<file path="src/scan_cfg_pkg.sv">
package scan_cfg_pkg;

    // frame length on the wire
    localparam int FRAME_BYTES = 67;
    localparam int FRAME_BITS  = FRAME_BYTES * 8;

    typedef logic [6:0] byte_idx_t;

    // field types
    typedef logic [7:0]  count8_t;
    typedef logic [31:0] offset32_t;
    typedef logic [15:0] duty16_t;
    typedef logic [31:0] period32_t;
    typedef logic [63:0] period64_t;
    typedef logic [15:0] pix16_t;
    typedef logic [8:0]  icnt_t;

    // integration count arrives split over two bytes
    // upper byte gives bits 8..1, lower byte gives bit 0 from its lsb
    localparam byte_idx_t ICNT_HI_IDX = 7'd54;
    localparam byte_idx_t ICNT_LO_IDX = 7'd55;

    // members in frame byte order, first byte lands in the top bits
    typedef struct packed {
        // frame timing signal
        offset32_t frame_offset;
        duty16_t   frame_duty;
        // pixel timing signal
        offset32_t pixel_offset;
        duty16_t   pixel_duty;
        // laser timing signal
        offset32_t laser_offset;
        duty16_t   laser_duty;
        // periods
        period64_t frame_period;
        period32_t pixel_period;
        period32_t laser_period;
        // repetition counts
        count8_t   frame_count;
        count8_t   pixel_count;
        count8_t   laser_count;
        // pixel grid and scan window
        pix16_t    nx;
        pix16_t    ny;
        pix16_t    x_min;
        pix16_t    x_max;
        pix16_t    y_min;
        pix16_t    y_max;
        // galvo dwell per pixel
        period32_t pixel_time;
        count8_t   zero_point;
        // 16-bit slot, top 7 bits stay zero
        logic [6:0] icnt_rsvd;
        icnt_t      icnt;
        // spad timing signal
        count8_t   spad_count;
        offset32_t spad_offset;
        duty16_t   spad_duty;
        period32_t spad_period;
    } scan_cfg_t;

endpackage

</file>
<file path="src/uart_pkg.sv">
package uart_pkg;

    // one serial character
    localparam int DATA_BITS = 8;

    typedef logic [DATA_BITS-1:0] byte_t;

    // clocks elapsed within one bit time
    typedef logic [15:0] baud_cnt_t;

    // position of a data bit inside a character
    typedef logic [$clog2(DATA_BITS)-1:0] bit_idx_t;

endpackage

</file>
<file path="src/cfg_frame_loader.sv">
module cfg_frame_loader #(
    parameter int TX_CREDITS = 2
) (
    input  logic                    clk,
    input  logic                    reset_i,
    input  uart_pkg::byte_t         rx_byte_i,
    input  logic                    rx_valid_i,
    input  logic                    credit_ret_i,
    input  logic                    tx_done_i,
    output uart_pkg::byte_t         echo_byte_o,
    output logic                    echo_valid_o,
    output scan_cfg_pkg::scan_cfg_t cfg_o,
    output logic                    start_o
);
    import uart_pkg::*;
    import scan_cfg_pkg::*;

    localparam int CRW   = $clog2(TX_CREDITS + 1);
    localparam int POS_W = $clog2(FRAME_BITS);

    localparam byte_idx_t LAST_IDX = byte_idx_t'(FRAME_BYTES - 1);

    scan_cfg_t       cfg_q;
    byte_idx_t       byte_idx_q;
    byte_idx_t       echo_cnt_q;
    logic [CRW-1:0]  credit_cnt_q;
    logic [CRW-1:0]  credit_cnt_d;
    logic            pending_q;
    byte_t           pend_byte_q;
    byte_t           echo_byte_q;
    logic            echo_valid_q;
    logic            start_q;
    logic [POS_W-1:0] slot_lsb;
    logic            credit_avail;
    logic            issue_pend;
    logic            issue_new;
    logic            spend;

    // bit position of the current byte, first byte at the top
    assign slot_lsb = POS_W'((FRAME_BYTES - 1 - int'(byte_idx_q)) * 8);

    // a returning credit can be spent on the same edge
    assign credit_avail = (credit_cnt_q != '0) || credit_ret_i;
    assign issue_pend   = pending_q && credit_avail;
    assign issue_new    = rx_valid_i && !pending_q && credit_avail;
    assign spend        = issue_pend || issue_new;

    always_comb begin
        credit_cnt_d = credit_cnt_q;
        if (credit_ret_i && !spend) begin
            credit_cnt_d = credit_cnt_q + 1'b1;
        end else if (spend && !credit_ret_i) begin
            credit_cnt_d = credit_cnt_q - 1'b1;
        end
    end

    // field writes
    always_ff @(posedge clk) begin
        if (reset_i) begin
            cfg_q      <= '0;
            byte_idx_q <= '0;
        end else if (rx_valid_i) begin
            if (byte_idx_q == ICNT_HI_IDX) begin
                cfg_q.icnt[8:1] <= rx_byte_i;
            end else if (byte_idx_q == ICNT_LO_IDX) begin
                cfg_q.icnt[0] <= rx_byte_i[0];
            end else begin
                cfg_q[slot_lsb +: 8] <= rx_byte_i;
            end
            byte_idx_q <= (byte_idx_q == LAST_IDX) ? '0 : byte_idx_q + 1'b1;
        end
    end

    // echo control and credits
    always_ff @(posedge clk) begin
        if (reset_i) begin
            credit_cnt_q <= CRW'(TX_CREDITS);
            pending_q    <= 1'b0;
            echo_valid_q <= 1'b0;
        end else begin
            credit_cnt_q <= credit_cnt_d;
            echo_valid_q <= spend;
            if (issue_pend) begin
                // a byte landing on the same edge takes the slot
                pending_q <= rx_valid_i;
            end else if (rx_valid_i && !credit_avail) begin
                pending_q <= 1'b1;
            end
        end
    end

    always_ff @(posedge clk) begin
        if (issue_pend) begin
            echo_byte_q <= pend_byte_q;
        end else if (issue_new) begin
            echo_byte_q <= rx_byte_i;
        end
        if (rx_valid_i && (issue_pend || !credit_avail)) begin
            pend_byte_q <= rx_byte_i;
        end
    end

    // start fires once the whole frame is back on the line
    always_ff @(posedge clk) begin
        if (reset_i) begin
            echo_cnt_q <= '0;
            start_q    <= 1'b0;
        end else begin
            start_q <= 1'b0;
            if (tx_done_i) begin
                if (echo_cnt_q == LAST_IDX) begin
                    echo_cnt_q <= '0;
                    start_q    <= 1'b1;
                end else begin
                    echo_cnt_q <= echo_cnt_q + 1'b1;
                end
            end
        end
    end

    assign cfg_o        = cfg_q;
    assign echo_byte_o  = echo_byte_q;
    assign echo_valid_o = echo_valid_q;
    assign start_o      = start_q;

    a_credit_range : assert property (
        @(posedge clk) disable iff (reset_i) credit_cnt_q <= CRW'(TX_CREDITS)
    );

    // receiver cannot be stalled, a second byte here would be dropped
    a_no_rx_while_pending : assert property (
        @(posedge clk) disable iff (reset_i) pending_q && !credit_avail |-> !rx_valid_i
    );

endmodule

</file>
<file path="src/scan_config_top.sv">
module scan_config_top #(
    parameter int CLKS_PER_BIT = 16,
    parameter int TX_CREDITS   = 2
) (
    input  logic                    clk,
    input  logic                    reset_i,
    input  logic                    rx_i,
    output logic                    tx_o,
    output scan_cfg_pkg::scan_cfg_t cfg_o,
    output logic                    start_o
);
    import uart_pkg::*;

    byte_t rx_byte;
    logic  rx_valid;
    byte_t echo_byte;
    logic  echo_valid;
    logic  credit_ret;
    logic  tx_done;

    // serial input
    uart_rx #(
        .CLKS_PER_BIT (CLKS_PER_BIT)
    ) uart_rx_inst (
        .clk        (clk),
        .reset_i    (reset_i),
        .rx_i       (rx_i),
        .rx_byte_o  (rx_byte),
        .rx_valid_o (rx_valid)
    );

    // frame assembly and echo flow
    cfg_frame_loader #(
        .TX_CREDITS (TX_CREDITS)
    ) cfg_frame_loader_inst (
        .clk          (clk),
        .reset_i      (reset_i),
        .rx_byte_i    (rx_byte),
        .rx_valid_i   (rx_valid),
        .credit_ret_i (credit_ret),
        .tx_done_i    (tx_done),
        .echo_byte_o  (echo_byte),
        .echo_valid_o (echo_valid),
        .cfg_o        (cfg_o),
        .start_o      (start_o)
    );

    // echo output
    uart_tx #(
        .CLKS_PER_BIT (CLKS_PER_BIT),
        .TX_CREDITS   (TX_CREDITS)
    ) uart_tx_inst (
        .clk          (clk),
        .reset_i      (reset_i),
        .echo_byte_i  (echo_byte),
        .echo_valid_i (echo_valid),
        .credit_ret_o (credit_ret),
        .tx_done_o    (tx_done),
        .tx_o         (tx_o)
    );

endmodule

</file>
<file path="src/uart_rx.sv">
module uart_rx #(
    parameter int CLKS_PER_BIT = 16
) (
    input  logic            clk,
    input  logic            reset_i,
    input  logic            rx_i,
    output uart_pkg::byte_t rx_byte_o,
    output logic            rx_valid_o
);
    import uart_pkg::*;

    localparam int HALF_BIT = CLKS_PER_BIT / 2;

    typedef enum logic [1:0] {
        RX_IDLE,
        RX_START,
        RX_DATA,
        RX_STOP
    } rx_state_t;

    rx_state_t state_q;
    baud_cnt_t baud_cnt_q;
    bit_idx_t  bit_idx_q;
    byte_t     shift_q;
    logic      rx_meta_q;
    logic      rx_sync_q;
    logic      valid_q;
    logic      bit_end;
    logic      half_end;

    // two-flop synchronizer, line idles high
    always_ff @(posedge clk) begin
        if (reset_i) begin
            rx_meta_q <= 1'b1;
            rx_sync_q <= 1'b1;
        end else begin
            rx_meta_q <= rx_i;
            rx_sync_q <= rx_meta_q;
        end
    end

    assign half_end = (baud_cnt_q == baud_cnt_t'(HALF_BIT - 1));
    assign bit_end  = (baud_cnt_q == baud_cnt_t'(CLKS_PER_BIT - 1));

    always_ff @(posedge clk) begin
        if (reset_i) begin
            state_q    <= RX_IDLE;
            baud_cnt_q <= '0;
            bit_idx_q  <= '0;
            valid_q    <= 1'b0;
        end else begin
            valid_q <= 1'b0;
            case (state_q)
                RX_IDLE: begin
                    baud_cnt_q <= '0;
                    bit_idx_q  <= '0;
                    if (!rx_sync_q) begin
                        state_q <= RX_START;
                    end
                end
                RX_START: begin
                    // mid start bit, glitches go back to idle
                    if (half_end) begin
                        baud_cnt_q <= '0;
                        state_q    <= rx_sync_q ? RX_IDLE : RX_DATA;
                    end else begin
                        baud_cnt_q <= baud_cnt_q + 1'b1;
                    end
                end
                RX_DATA: begin
                    if (bit_end) begin
                        baud_cnt_q <= '0;
                        bit_idx_q  <= bit_idx_q + 1'b1;
                        if (bit_idx_q == bit_idx_t'(DATA_BITS - 1)) begin
                            state_q <= RX_STOP;
                        end
                    end else begin
                        baud_cnt_q <= baud_cnt_q + 1'b1;
                    end
                end
                RX_STOP: begin
                    if (bit_end) begin
                        baud_cnt_q <= '0;
                        valid_q    <= rx_sync_q;
                        state_q    <= RX_IDLE;
                    end else begin
                        baud_cnt_q <= baud_cnt_q + 1'b1;
                    end
                end
                default: state_q <= RX_IDLE;
            endcase
        end
    end

    // lsb first
    always_ff @(posedge clk) begin
        if (state_q == RX_DATA && bit_end) begin
            shift_q <= {rx_sync_q, shift_q[DATA_BITS-1:1]};
        end
    end

    assign rx_byte_o  = shift_q;
    assign rx_valid_o = valid_q;

    a_rx_valid_single : assert property (
        @(posedge clk) disable iff (reset_i) rx_valid_o |=> !rx_valid_o
    );

endmodule

</file>
<file path="src/uart_tx.sv">
module uart_tx #(
    parameter int CLKS_PER_BIT = 16,
    parameter int TX_CREDITS   = 2
) (
    input  logic            clk,
    input  logic            reset_i,
    input  uart_pkg::byte_t echo_byte_i,
    input  logic            echo_valid_i,
    output logic            credit_ret_o,
    output logic            tx_done_o,
    output logic            tx_o
);
    import uart_pkg::*;

    localparam int PTR_W = (TX_CREDITS > 1) ? $clog2(TX_CREDITS) : 1;
    localparam int CNT_W = $clog2(TX_CREDITS + 1);

    typedef enum logic [1:0] {
        TX_IDLE,
        TX_START,
        TX_DATA,
        TX_STOP
    } tx_state_t;

    byte_t            fifo_mem [TX_CREDITS];
    logic [PTR_W-1:0] wr_ptr_q;
    logic [PTR_W-1:0] rd_ptr_q;
    logic [CNT_W-1:0] fifo_cnt_q;

    tx_state_t state_q;
    baud_cnt_t baud_cnt_q;
    bit_idx_t  bit_idx_q;
    byte_t     shift_q;
    logic      tx_q;
    logic      credit_q;
    logic      done_q;
    logic      bit_end;
    logic      pop;

    assign bit_end = (baud_cnt_q == baud_cnt_t'(CLKS_PER_BIT - 1));
    // next byte goes straight from stop into start
    assign pop = (fifo_cnt_q != '0) &&
                 ((state_q == TX_IDLE) || (state_q == TX_STOP && bit_end));

    // byte buffer
    always_ff @(posedge clk) begin
        if (echo_valid_i) begin
            fifo_mem[wr_ptr_q] <= echo_byte_i;
        end
    end

    always_ff @(posedge clk) begin
        if (reset_i) begin
            wr_ptr_q   <= '0;
            rd_ptr_q   <= '0;
            fifo_cnt_q <= '0;
        end else begin
            if (echo_valid_i) begin
                wr_ptr_q <= (wr_ptr_q == PTR_W'(TX_CREDITS - 1)) ? '0 : wr_ptr_q + 1'b1;
            end
            if (pop) begin
                rd_ptr_q <= (rd_ptr_q == PTR_W'(TX_CREDITS - 1)) ? '0 : rd_ptr_q + 1'b1;
            end
            if (echo_valid_i && !pop) begin
                fifo_cnt_q <= fifo_cnt_q + 1'b1;
            end else if (pop && !echo_valid_i) begin
                fifo_cnt_q <= fifo_cnt_q - 1'b1;
            end
        end
    end

    // shifter
    always_ff @(posedge clk) begin
        if (reset_i) begin
            state_q    <= TX_IDLE;
            baud_cnt_q <= '0;
            bit_idx_q  <= '0;
            tx_q       <= 1'b1;
            credit_q   <= 1'b0;
            done_q     <= 1'b0;
        end else begin
            credit_q <= pop;
            done_q   <= (state_q == TX_STOP) && bit_end;
            if (pop) begin
                state_q    <= TX_START;
                baud_cnt_q <= '0;
                tx_q       <= 1'b0;
            end else begin
                case (state_q)
                    TX_IDLE: begin
                        tx_q <= 1'b1;
                    end
                    TX_START: begin
                        if (bit_end) begin
                            baud_cnt_q <= '0;
                            bit_idx_q  <= '0;
                            tx_q       <= shift_q[0];
                            state_q    <= TX_DATA;
                        end else begin
                            baud_cnt_q <= baud_cnt_q + 1'b1;
                        end
                    end
                    TX_DATA: begin
                        if (bit_end) begin
                            baud_cnt_q <= '0;
                            bit_idx_q  <= bit_idx_q + 1'b1;
                            if (bit_idx_q == bit_idx_t'(DATA_BITS - 1)) begin
                                tx_q    <= 1'b1;
                                state_q <= TX_STOP;
                            end else begin
                                tx_q <= shift_q[1];
                            end
                        end else begin
                            baud_cnt_q <= baud_cnt_q + 1'b1;
                        end
                    end
                    TX_STOP: begin
                        if (bit_end) begin
                            baud_cnt_q <= '0;
                            state_q    <= TX_IDLE;
                        end else begin
                            baud_cnt_q <= baud_cnt_q + 1'b1;
                        end
                    end
                    default: state_q <= TX_IDLE;
                endcase
            end
        end
    end

    // data register, lsb leaves first
    always_ff @(posedge clk) begin
        if (pop) begin
            shift_q <= fifo_mem[rd_ptr_q];
        end else if (state_q == TX_DATA && bit_end) begin
            shift_q <= shift_q >> 1;
        end
    end

    assign tx_o         = tx_q;
    assign credit_ret_o = credit_q;
    assign tx_done_o    = done_q;

    // loader credits must keep the buffer from overflowing
    a_no_push_when_full : assert property (
        @(posedge clk) disable iff (reset_i) echo_valid_i |-> fifo_cnt_q < CNT_W'(TX_CREDITS)
    );

endmodule
</file>
<file path="config.mk">
export PLATFORM = sky130hd
export DESIGN_NAME = scan_config_top
export DESIGN_NICKNAME = d
export VERILOG_FILES = /design/src/scan_cfg_pkg.sv /design/src/uart_pkg.sv /design/src/cfg_frame_loader.sv /design/src/scan_config_top.sv /design/src/uart_rx.sv /design/src/uart_tx.sv
export SDC_FILE = /design/constraint.sdc
export NUM_CORES = 1
export LEC_CHECK = 0
export BUFFER_PORTS_ARGS = -buffer_cell sky130_fd_sc_hd__buf_2
export CORE_MARGIN = 8
export CORE_UTILIZATION = 45
export CTS_BUF_LIST = sky130_fd_sc_hd__clkbuf_2
export DETAILED_ROUTE_END_ITERATION = 8
export PLACE_DENSITY = 0.69
export SLEW_MARGIN = 20
export SYNTH_ARGS = -nofsm -noshare
export SYNTH_HDL_FRONTEND = slang
export SYNTH_HIERARCHICAL = 1
export SYNTH_SLANG_ARGS = --single-unit
</file>
<file path="constraint.sdc">
create_clock -name clk -period 5.7 [get_ports clk]
set_clock_uncertainty 0.05 [all_clocks]
set_input_delay 1.14 -clock clk [delete_from_list [all_inputs] [get_ports clk]]
set_output_delay 1.14 -clock clk [all_outputs]
set_load 0.05 [all_outputs]
</file>
# Word-level counts from Yosys, hierarchy flattened
# Memories as Yosys holds them, arrays and structs flattened. A register that Yosys moved wholly into a read port is not among the register bits.
# Cells that the tools add are included.
# totals
reg_bits	639
mem_bits_rw	16
inputBits	3
out_inout_bits	538
elab_cells	206
mem_count	1
# mem_list
memory	depth	width	rd	rd_clocked_by_memory_dff	wr	line_no	rtl
uart_tx_inst.fifo_mem	2	8	1	1	1	uart_tx.sv:25	byte_t fifo_mem [TX_CREDITS];
# op_classes
n_addsub	14
n_eq_ne	29
n_shift	2
mux	50
n_bitwise	6
reduce_logical	51
# ops
cell	count
bitwise mux 536 bit	1
variable shift 8 x 12 -> 536 bit (first input constant)	1
indexed part select 8 x 12 -> 536 bit	1
2-to-1 mux 16 bit	3
2-to-1 mux 8 bit	6
one-hot mux 16 bit (3 select lines)	1
adder 16 x 1 -> 16 bit (second input constant)	2
== test 16 x 4 -> 1 bit (second input constant)	2
2-to-1 mux 2 bit	14
!= test 2 x 1 -> 1 bit (second input constant)	9
nonzero test 2 bit	9
== test 16 x 3 -> 1 bit (second input constant)	1
2-to-1 mux 1 bit	15
AND reduction 5 bit	3
adder 7 x 1 -> 7 bit (second input constant)	2
== test 7 x 6 -> 1 bit (second input constant)	2
== test 7 bit (second input constant)	2
2-to-1 mux 7 bit	2
logical AND 1 bit	13
!= test 3 x 1 -> 1 bit (second input constant)	4
negation 10 -> 12 bit	1
one-hot mux 3 bit (2 select lines)	2
2-to-1 mux 3 bit	3
== test 2 bit (second input constant)	4
22 further kinds	49

# Logic depth before layout (Yosys ltp)
# logic_depth
word_depth	7
ltp_mapped	14
depth_no_buf	9

# Modules after synthesis
# Netlist, hierarchy kept.
# by_module_without_submodules
module	instances	cells_per_inst	area_per_inst_um2	seq_area_each_um2
cfg_frame_loader	1	2344	22597.9	11591.1
uart_tx	1	223	2484.9	1301.2
uart_rx	1	130	1382.6	720.7

# Worst setup path before layout
# OpenSTA, ideal clock, no wires.
# synth_path
kind	register -> register
startpoint	register cfg_frame_loader_inst.byte_idx_q[0]
endpoint	register cfg_frame_loader_inst.cfg_q (netlist bit cfg_frame_loader_inst/cfg_o[360])
setup_ns	0.073
arrival_ns	3.371
t_required_ns	5.577
slack_ns	2.207
stages_incl_launch_ff	15
path_buffers	5
synth_period_minus_slack_ns	3.493
cell_sequence	dfxtp_1 -> buf_2 -> inv_1 -> ha_1 -> clkbuf_1 -> nor2b_1 -> o311ai_0 -> and2_0 -> clkbuf_1 -> nor2_1 -> buf_1 -> nand4_1 -> nand2b_1 -> clkbuf_1 -> mux2i_1
# synth_between
elab_chain_cells	4
elab_cells_between_ends	10
cone_classes	add/sub: 2; eq/ne: 2; shift: 2; mux: 1; bitwise: 2; reduce/logical: 1
# synth_lines
element	line_no	rtl
start, declared	cfg_frame_loader.sv:24	byte_idx_t byte_idx_q;
start signal, assigned	cfg_frame_loader.sv:70	byte_idx_q <= (byte_idx_q == LAST_IDX) ? '0 : byte_idx_q + 1'b1;
subtractor 7 bit	cfg_frame_loader.sv:40	assign slot_lsb = POS_W'((FRAME_BYTES - 1 - int'(byte_idx_q)) * 8);
negation 10 -> 12 bit	cfg_frame_loader.sv:68	cfg_q[slot_lsb +: 8] <= rx_byte_i;
indexed part select 8 x 12 -> 536 bit / variable shift 8 x 12 -> 536 bit (equally long branches)	cfg_frame_loader.sv:68	
bitwise mux 536 bit	cfg_frame_loader.sv:68	
end signal, assigned by index	cfg_frame_loader.sv:68	
end, declared	cfg_frame_loader.sv:23	scan_cfg_t cfg_q;
# Several ways; a longest one is shown, not always the timed one.
# A chain may end at the register's enable or synchronous reset.

# Worst setup path in the final report
# layout_path
startpoint	register cfg_frame_loader_inst.byte_idx_q[0]
endpoint	register cfg_frame_loader_inst.cfg_q (netlist bit cfg_frame_loader_inst/cfg_o[286])
# The elaborated chain is that of the path after synthesis.

==> qor_table.md <==
| Stage | Parameter | Value |
|---|---|---|
| timing | Setup repair after global routing missed its margin | no |
| critical path | CP Class | flip-flop to flip-flop |
| global route | Pin count of the biggest net entering global routing | 177 |
| timing | Part of the cycle the worst path needs | 0.831 |
| synthesis | Xor/xnor cell area share of the yosys netlist | 0.0158 |
| die | Y dimension of the die | 259 µm |
| power and ir drop | Maximum vdd ir drop | 0.000223 V |
| job | Max capacitance violation total | 0 |
| run status | Status | completed |
| die | Area of the die | 0.0668 mm² |
| power and ir drop | Internal power contribution | 0.00608 W |
| cells and area | Total Nets Final | 3269 |
| cells and area | Layout Utilization | 0.532 |
| power and ir drop | Switching part of the total power | 0.262 |
| synthesis | Net count after synthesis | 2720 |
| global route | Via count of the first global-routing pass | 22330 |
| synthesis | Mapped Avg Cell Area | 9.81 µm² |
| synthesis | Top_reg_cell synth | sky130_fd_sc_hd__dfxtp_1 |
| critical path | Kind of end point of the critical path | flip-flop |
| die | Initial core utilization | 0.452 |
| synthesis | Yosys reg bits | 656 |
| die | Row cnt | 89 |
| critical path | Arrival @ worst endpoint | 5.78 ns |
| synthesis | Post-synthesis simple-gate area fraction | 0.200 |
| timing | Smallest hold slack | 0.288 ns |
| drt | Vias per cell | 5.44 |
| synthesis | Sequential cell area fraction in the yosys report | 0.514 |
| synthesis | Count of flip-flops with a built-in enable after synthesis | 48 |
| synthesis | Async set-reset flop share out of synthesis | 0 |
| drt | DRC violations left | 0 |
| synthesis | Adder-cell area share of the yosys netlist | 0.00946 |
| cells and area | Area Overhead vs Synth | 17.7% |
| die | Width of the chip | 259 µm |
| global route | Overall Global Routing Usage | 0.261 |
| global route | Initial antenna violation count | 2 |
| die | Core Footprint | 0.0586 mm² |
| clock tree | Clock tree from TritonCTS | done |
| drt | Number of optimization iterations in the first detailed-route pass | 6 |
| clock tree | Clock latency at the later pin of the worst-skew pair | 1.29 ns |
| power and ir drop | Sequential fraction of design power | 0.575 |
| timing | Setup tns final | 0 ns |
| clock tree | Maximum clock insertion buffer count | 3 |
| timing | Slew headroom | 0.249 |
| global route | Global-route wire length before repair | 136000 µm |
| clock tree | Hold-fix buffers at CTS | 1 |
| power and ir drop | Share of total power in combinational logic | 0.036 |
| drt | Mean routed wirelength per cell | 22.0 µm |
| clock tree | Resize count post-CTS | 0 |
| timing | Min cycle time layout | 4.74 ns |
| timing | Number of endpoints failing setup at the final stage | 0 |
| clock tree | Number of buffers created by CTS | 164 |
| drt | Post-route antenna net violation count | 0 |
| clock tree | H-tree levels | 4 |
| synthesis | Distinct cells, synth | 96 |
| power and ir drop | Static Leak | 13.6 nW |
| global route | Final global-route overflow total | 0 |
| hold path | Class of the most critical hold timing path | input port to flip-flop |
| synthesis | Multiplexer share of the synthesized area | 0.158 |
| synthesis | Complex-gate fraction of the synthesized area | 0.0693 |
| cells and area | Share of cells above drive strength 1 | 0.278 |
| clock tree | Buffers inserted during post-CTS setup optimization | 0 |
| drt | Iter 0 DRT Violations | 1691 |
| place | Post-DP HPWL | 65400 µm |
| critical path | Critical Path Fanout Max | 20 |
| synthesis | Synthesized cell area | 0.0265 mm² |
| power and ir drop | Power after layout | 0.00824 W |
| timing | Maximum clock frequency | 211 MHz |
| critical path | Crit path launch type | flip-flop |
| synthesis | Cell count after synthesis | 2697 |
| clock tree | CTS root buffer | sky130_fd_sc_hd__clkbuf_2 |
| drt | Total routed wirelength | 91300 µm |
| power and ir drop | Power density normalized to cell area | 264 mW/mm² |
| die | I/O pins | 541 |
| power and ir drop | Portion of total power attributed to the clock network | 0.389 |
| place | Routability cong. | 0.908 |
| critical path | CP required | 6.74 ns |
| timing | Worst Max-Slew Pin Slew | 1.13 ns |
| timing | Final-report max-slew violation count | 0 |
| clock tree | Clock sink count | 656 |
| clock tree | Clk pin slew, worst setup/hold paths | 0.11 ns |
| synthesis | Main combinational cell family by area after synthesis | simple AND/OR/NAND/NOR gates |
| synthesis | Yosys warning total | 6 |
| drt | Via count | 22545 |
| power and ir drop | Net switching power | 0.00216 W |
| timing | Number of failing hold endpoints at the final stage | 0 |
| place | Buffers on Ports | 540 |
## power by group through the flow
stage,logic (W),registers [W],clock network (W)
3_5_place_dp,0.000291,0.00484,0
4_1_cts,0.000292,0.00474,0.00329
2_1_floorplan,0.000238,0.00483,0
6_report,0.000296,0.00474,0.00320
5_1_grt,0.000323,0.00475,0.00354
3_3_place_gp,0.000279,0.00484,0
## per-stage QoR
stage / std cells / setup slack, ns / area [µm²]
after global placement: 3852 / 1.35 / 29600
after global routing: 4143 / 0.790 / 31100
final: 4143 / 0.961 / 31100
after CTS: 4141 / 1.13 / 31100
after detailed placement: 3852 / 1.21 / 29600
after floorplan: 2697 / 2.21 / 26500
## synthesized netlist by cell type, types with 24 or more instances
library cell | instances | area, µm²
sky130_fd_sc_hd__o21ai_0 | 98 | 490
sky130_fd_sc_hd__nand4_1 | 30 | 188
sky130_fd_sc_hd__clkbuf_1 | 119 | 447
sky130_fd_sc_hd__inv_1 | 24 | 90.1
sky130_fd_sc_hd__nand2_1 | 238 | 893
sky130_fd_sc_hd__xor2_1 | 24 | 210
sky130_fd_sc_hd__a21oi_1 | 61 | 305
sky130_fd_sc_hd__nand3_1 | 176 | 881
sky130_fd_sc_hd__buf_1 | 28 | 105
sky130_fd_sc_hd__edfxtp_1 | 48 | 1440
sky130_fd_sc_hd__mux2i_1 | 407 | 4070
sky130_fd_sc_hd__dfxtp_1 | 608 | 12200
sky130_fd_sc_hd__nor2_1 | 454 | 1700
## layout make-up
class	instances	area, µm²
Tap cell	773	967
Timing Repair Buffer	564	2920
Multi-Input combinational cell	1835	12000
Clock inverter	53	333
Sequential cell	656	13600
Antenna cell	2	5.00
Inverter	25	98.8
Fill cell	5435	27400
Clock buffer	235	1180
## kinds of logic (layout without fill, tap and decap cells)
group	after synthesis	after routing
AO/OA/AOI/OAI	263	263
flip-flops	656	656
multiplexers	416	416
buffers and inverters	206	877
XOR/XNOR	47	47
other	0	2
adder cells (fa/ha/maj)	20	20
AND/OR/NAND/NOR	1089	1089
## sequential cells by signal, indices dropped and copies added, names as in the netlist, 2 cells and up, named ones only
name                                flops
uart_tx_inst/shift_q                    8
uart_rx_inst/bit_idx_q                  3
cfg_frame_loader_inst/credit_cnt_q      2
uart_rx_inst/rx_byte_o                  8
cfg_frame_loader_inst/echo_cnt_q        7
uart_tx_inst/baud_cnt_q                16
uart_tx_inst/fifo_mem                  16
cfg_frame_loader_inst/pend_byte_q       8
uart_rx_inst/baud_cnt_q                16
cfg_frame_loader_inst/cfg_o           536
cfg_frame_loader_inst/echo_byte_o       8
uart_tx_inst/fifo_cnt_q                 2
uart_tx_inst/bit_idx_q                  3
uart_tx_inst/state_q                    2
cfg_frame_loader_inst/byte_idx_q        7
## worst paths after layout
| check | slack [ns] | start | to | cells after the start |
|---|---|---|---|---|
| max | 0.96 | cfg_frame_loader_inst/byte_idx_q[0] | cfg_frame_loader_inst/cfg_o[286] | 8 |
| min | 0.29 | reset_i | cfg_frame_loader_inst/cfg_o[282] | 2 |
| max reg2reg | 0.96 | cfg_frame_loader_inst/byte_idx_q[0] | cfg_frame_loader_inst/cfg_o[286] | 8 |
| min reg2reg | 0.40 | cfg_frame_loader_inst/echo_byte_o[3] | uart_tx_inst/fifo_mem[0][3] | 0 |
## cells in the final DEF, fill, tap and decap left out, types with 14 or more instances in the layout
master and count:
sky130_fd_sc_hd__xnor2_1 22, sky130_fd_sc_hd__and2_1 14, sky130_fd_sc_hd__dfxtp_1 608, sky130_fd_sc_hd__nand2b_1 23, sky130_fd_sc_hd__clkbuf_2 235, sky130_fd_sc_hd__nand2_1 238, sky130_fd_sc_hd__and3_1 14, sky130_fd_sc_hd__o31ai_1 19
sky130_fd_sc_hd__nor2_2 14, sky130_fd_sc_hd__nand4_1 30, sky130_fd_sc_hd__xor2_1 24, sky130_fd_sc_hd__inv_1 23, sky130_fd_sc_hd__clkinv_1 36, sky130_fd_sc_hd__or3_1 17, sky130_fd_sc_hd__mux2i_1 407, sky130_fd_sc_hd__buf_2 539
sky130_fd_sc_hd__ha_1 20, sky130_fd_sc_hd__o21ai_0 98, sky130_fd_sc_hd__nand3_1 175, sky130_fd_sc_hd__buf_4 21, sky130_fd_sc_hd__nor2_1 452, sky130_fd_sc_hd__a21oi_1 61, sky130_fd_sc_hd__edfxtp_1 48
## critical path, stage by stage, from the launching register on
cell and delay [ns]:
sky130_fd_sc_hd__dfxtp_1 0.77, sky130_fd_sc_hd__inv_1 0.19, sky130_fd_sc_hd__ha_1 0.47, sky130_fd_sc_hd__nor2b_1 0.20
sky130_fd_sc_hd__o311ai_0 0.75, sky130_fd_sc_hd__nand3_2 0.81, sky130_fd_sc_hd__or4_1 0.99, sky130_fd_sc_hd__a21oi_1 0.26
sky130_fd_sc_hd__nor2_1 0.05
## routing by layer
| metal | share of wire | vias to the layer above | wire length (µm) | track usage |
|---|---|---|---|---|
| met5 | 0 | - | 0 | 0 |
| met3 | 0.096 | 213 | 8760 | 0.0929 |
| met2 | 0.46 | 1015 | 41800 | 0.417 |
| met4 | 0.036 | 0 | 3270 | 0.111 |
| li1 | - | 10481 | - | - |
| met1 | 0.41 | 10836 | 37400 | 0.317 |
(Power assumes the default switching activity.)
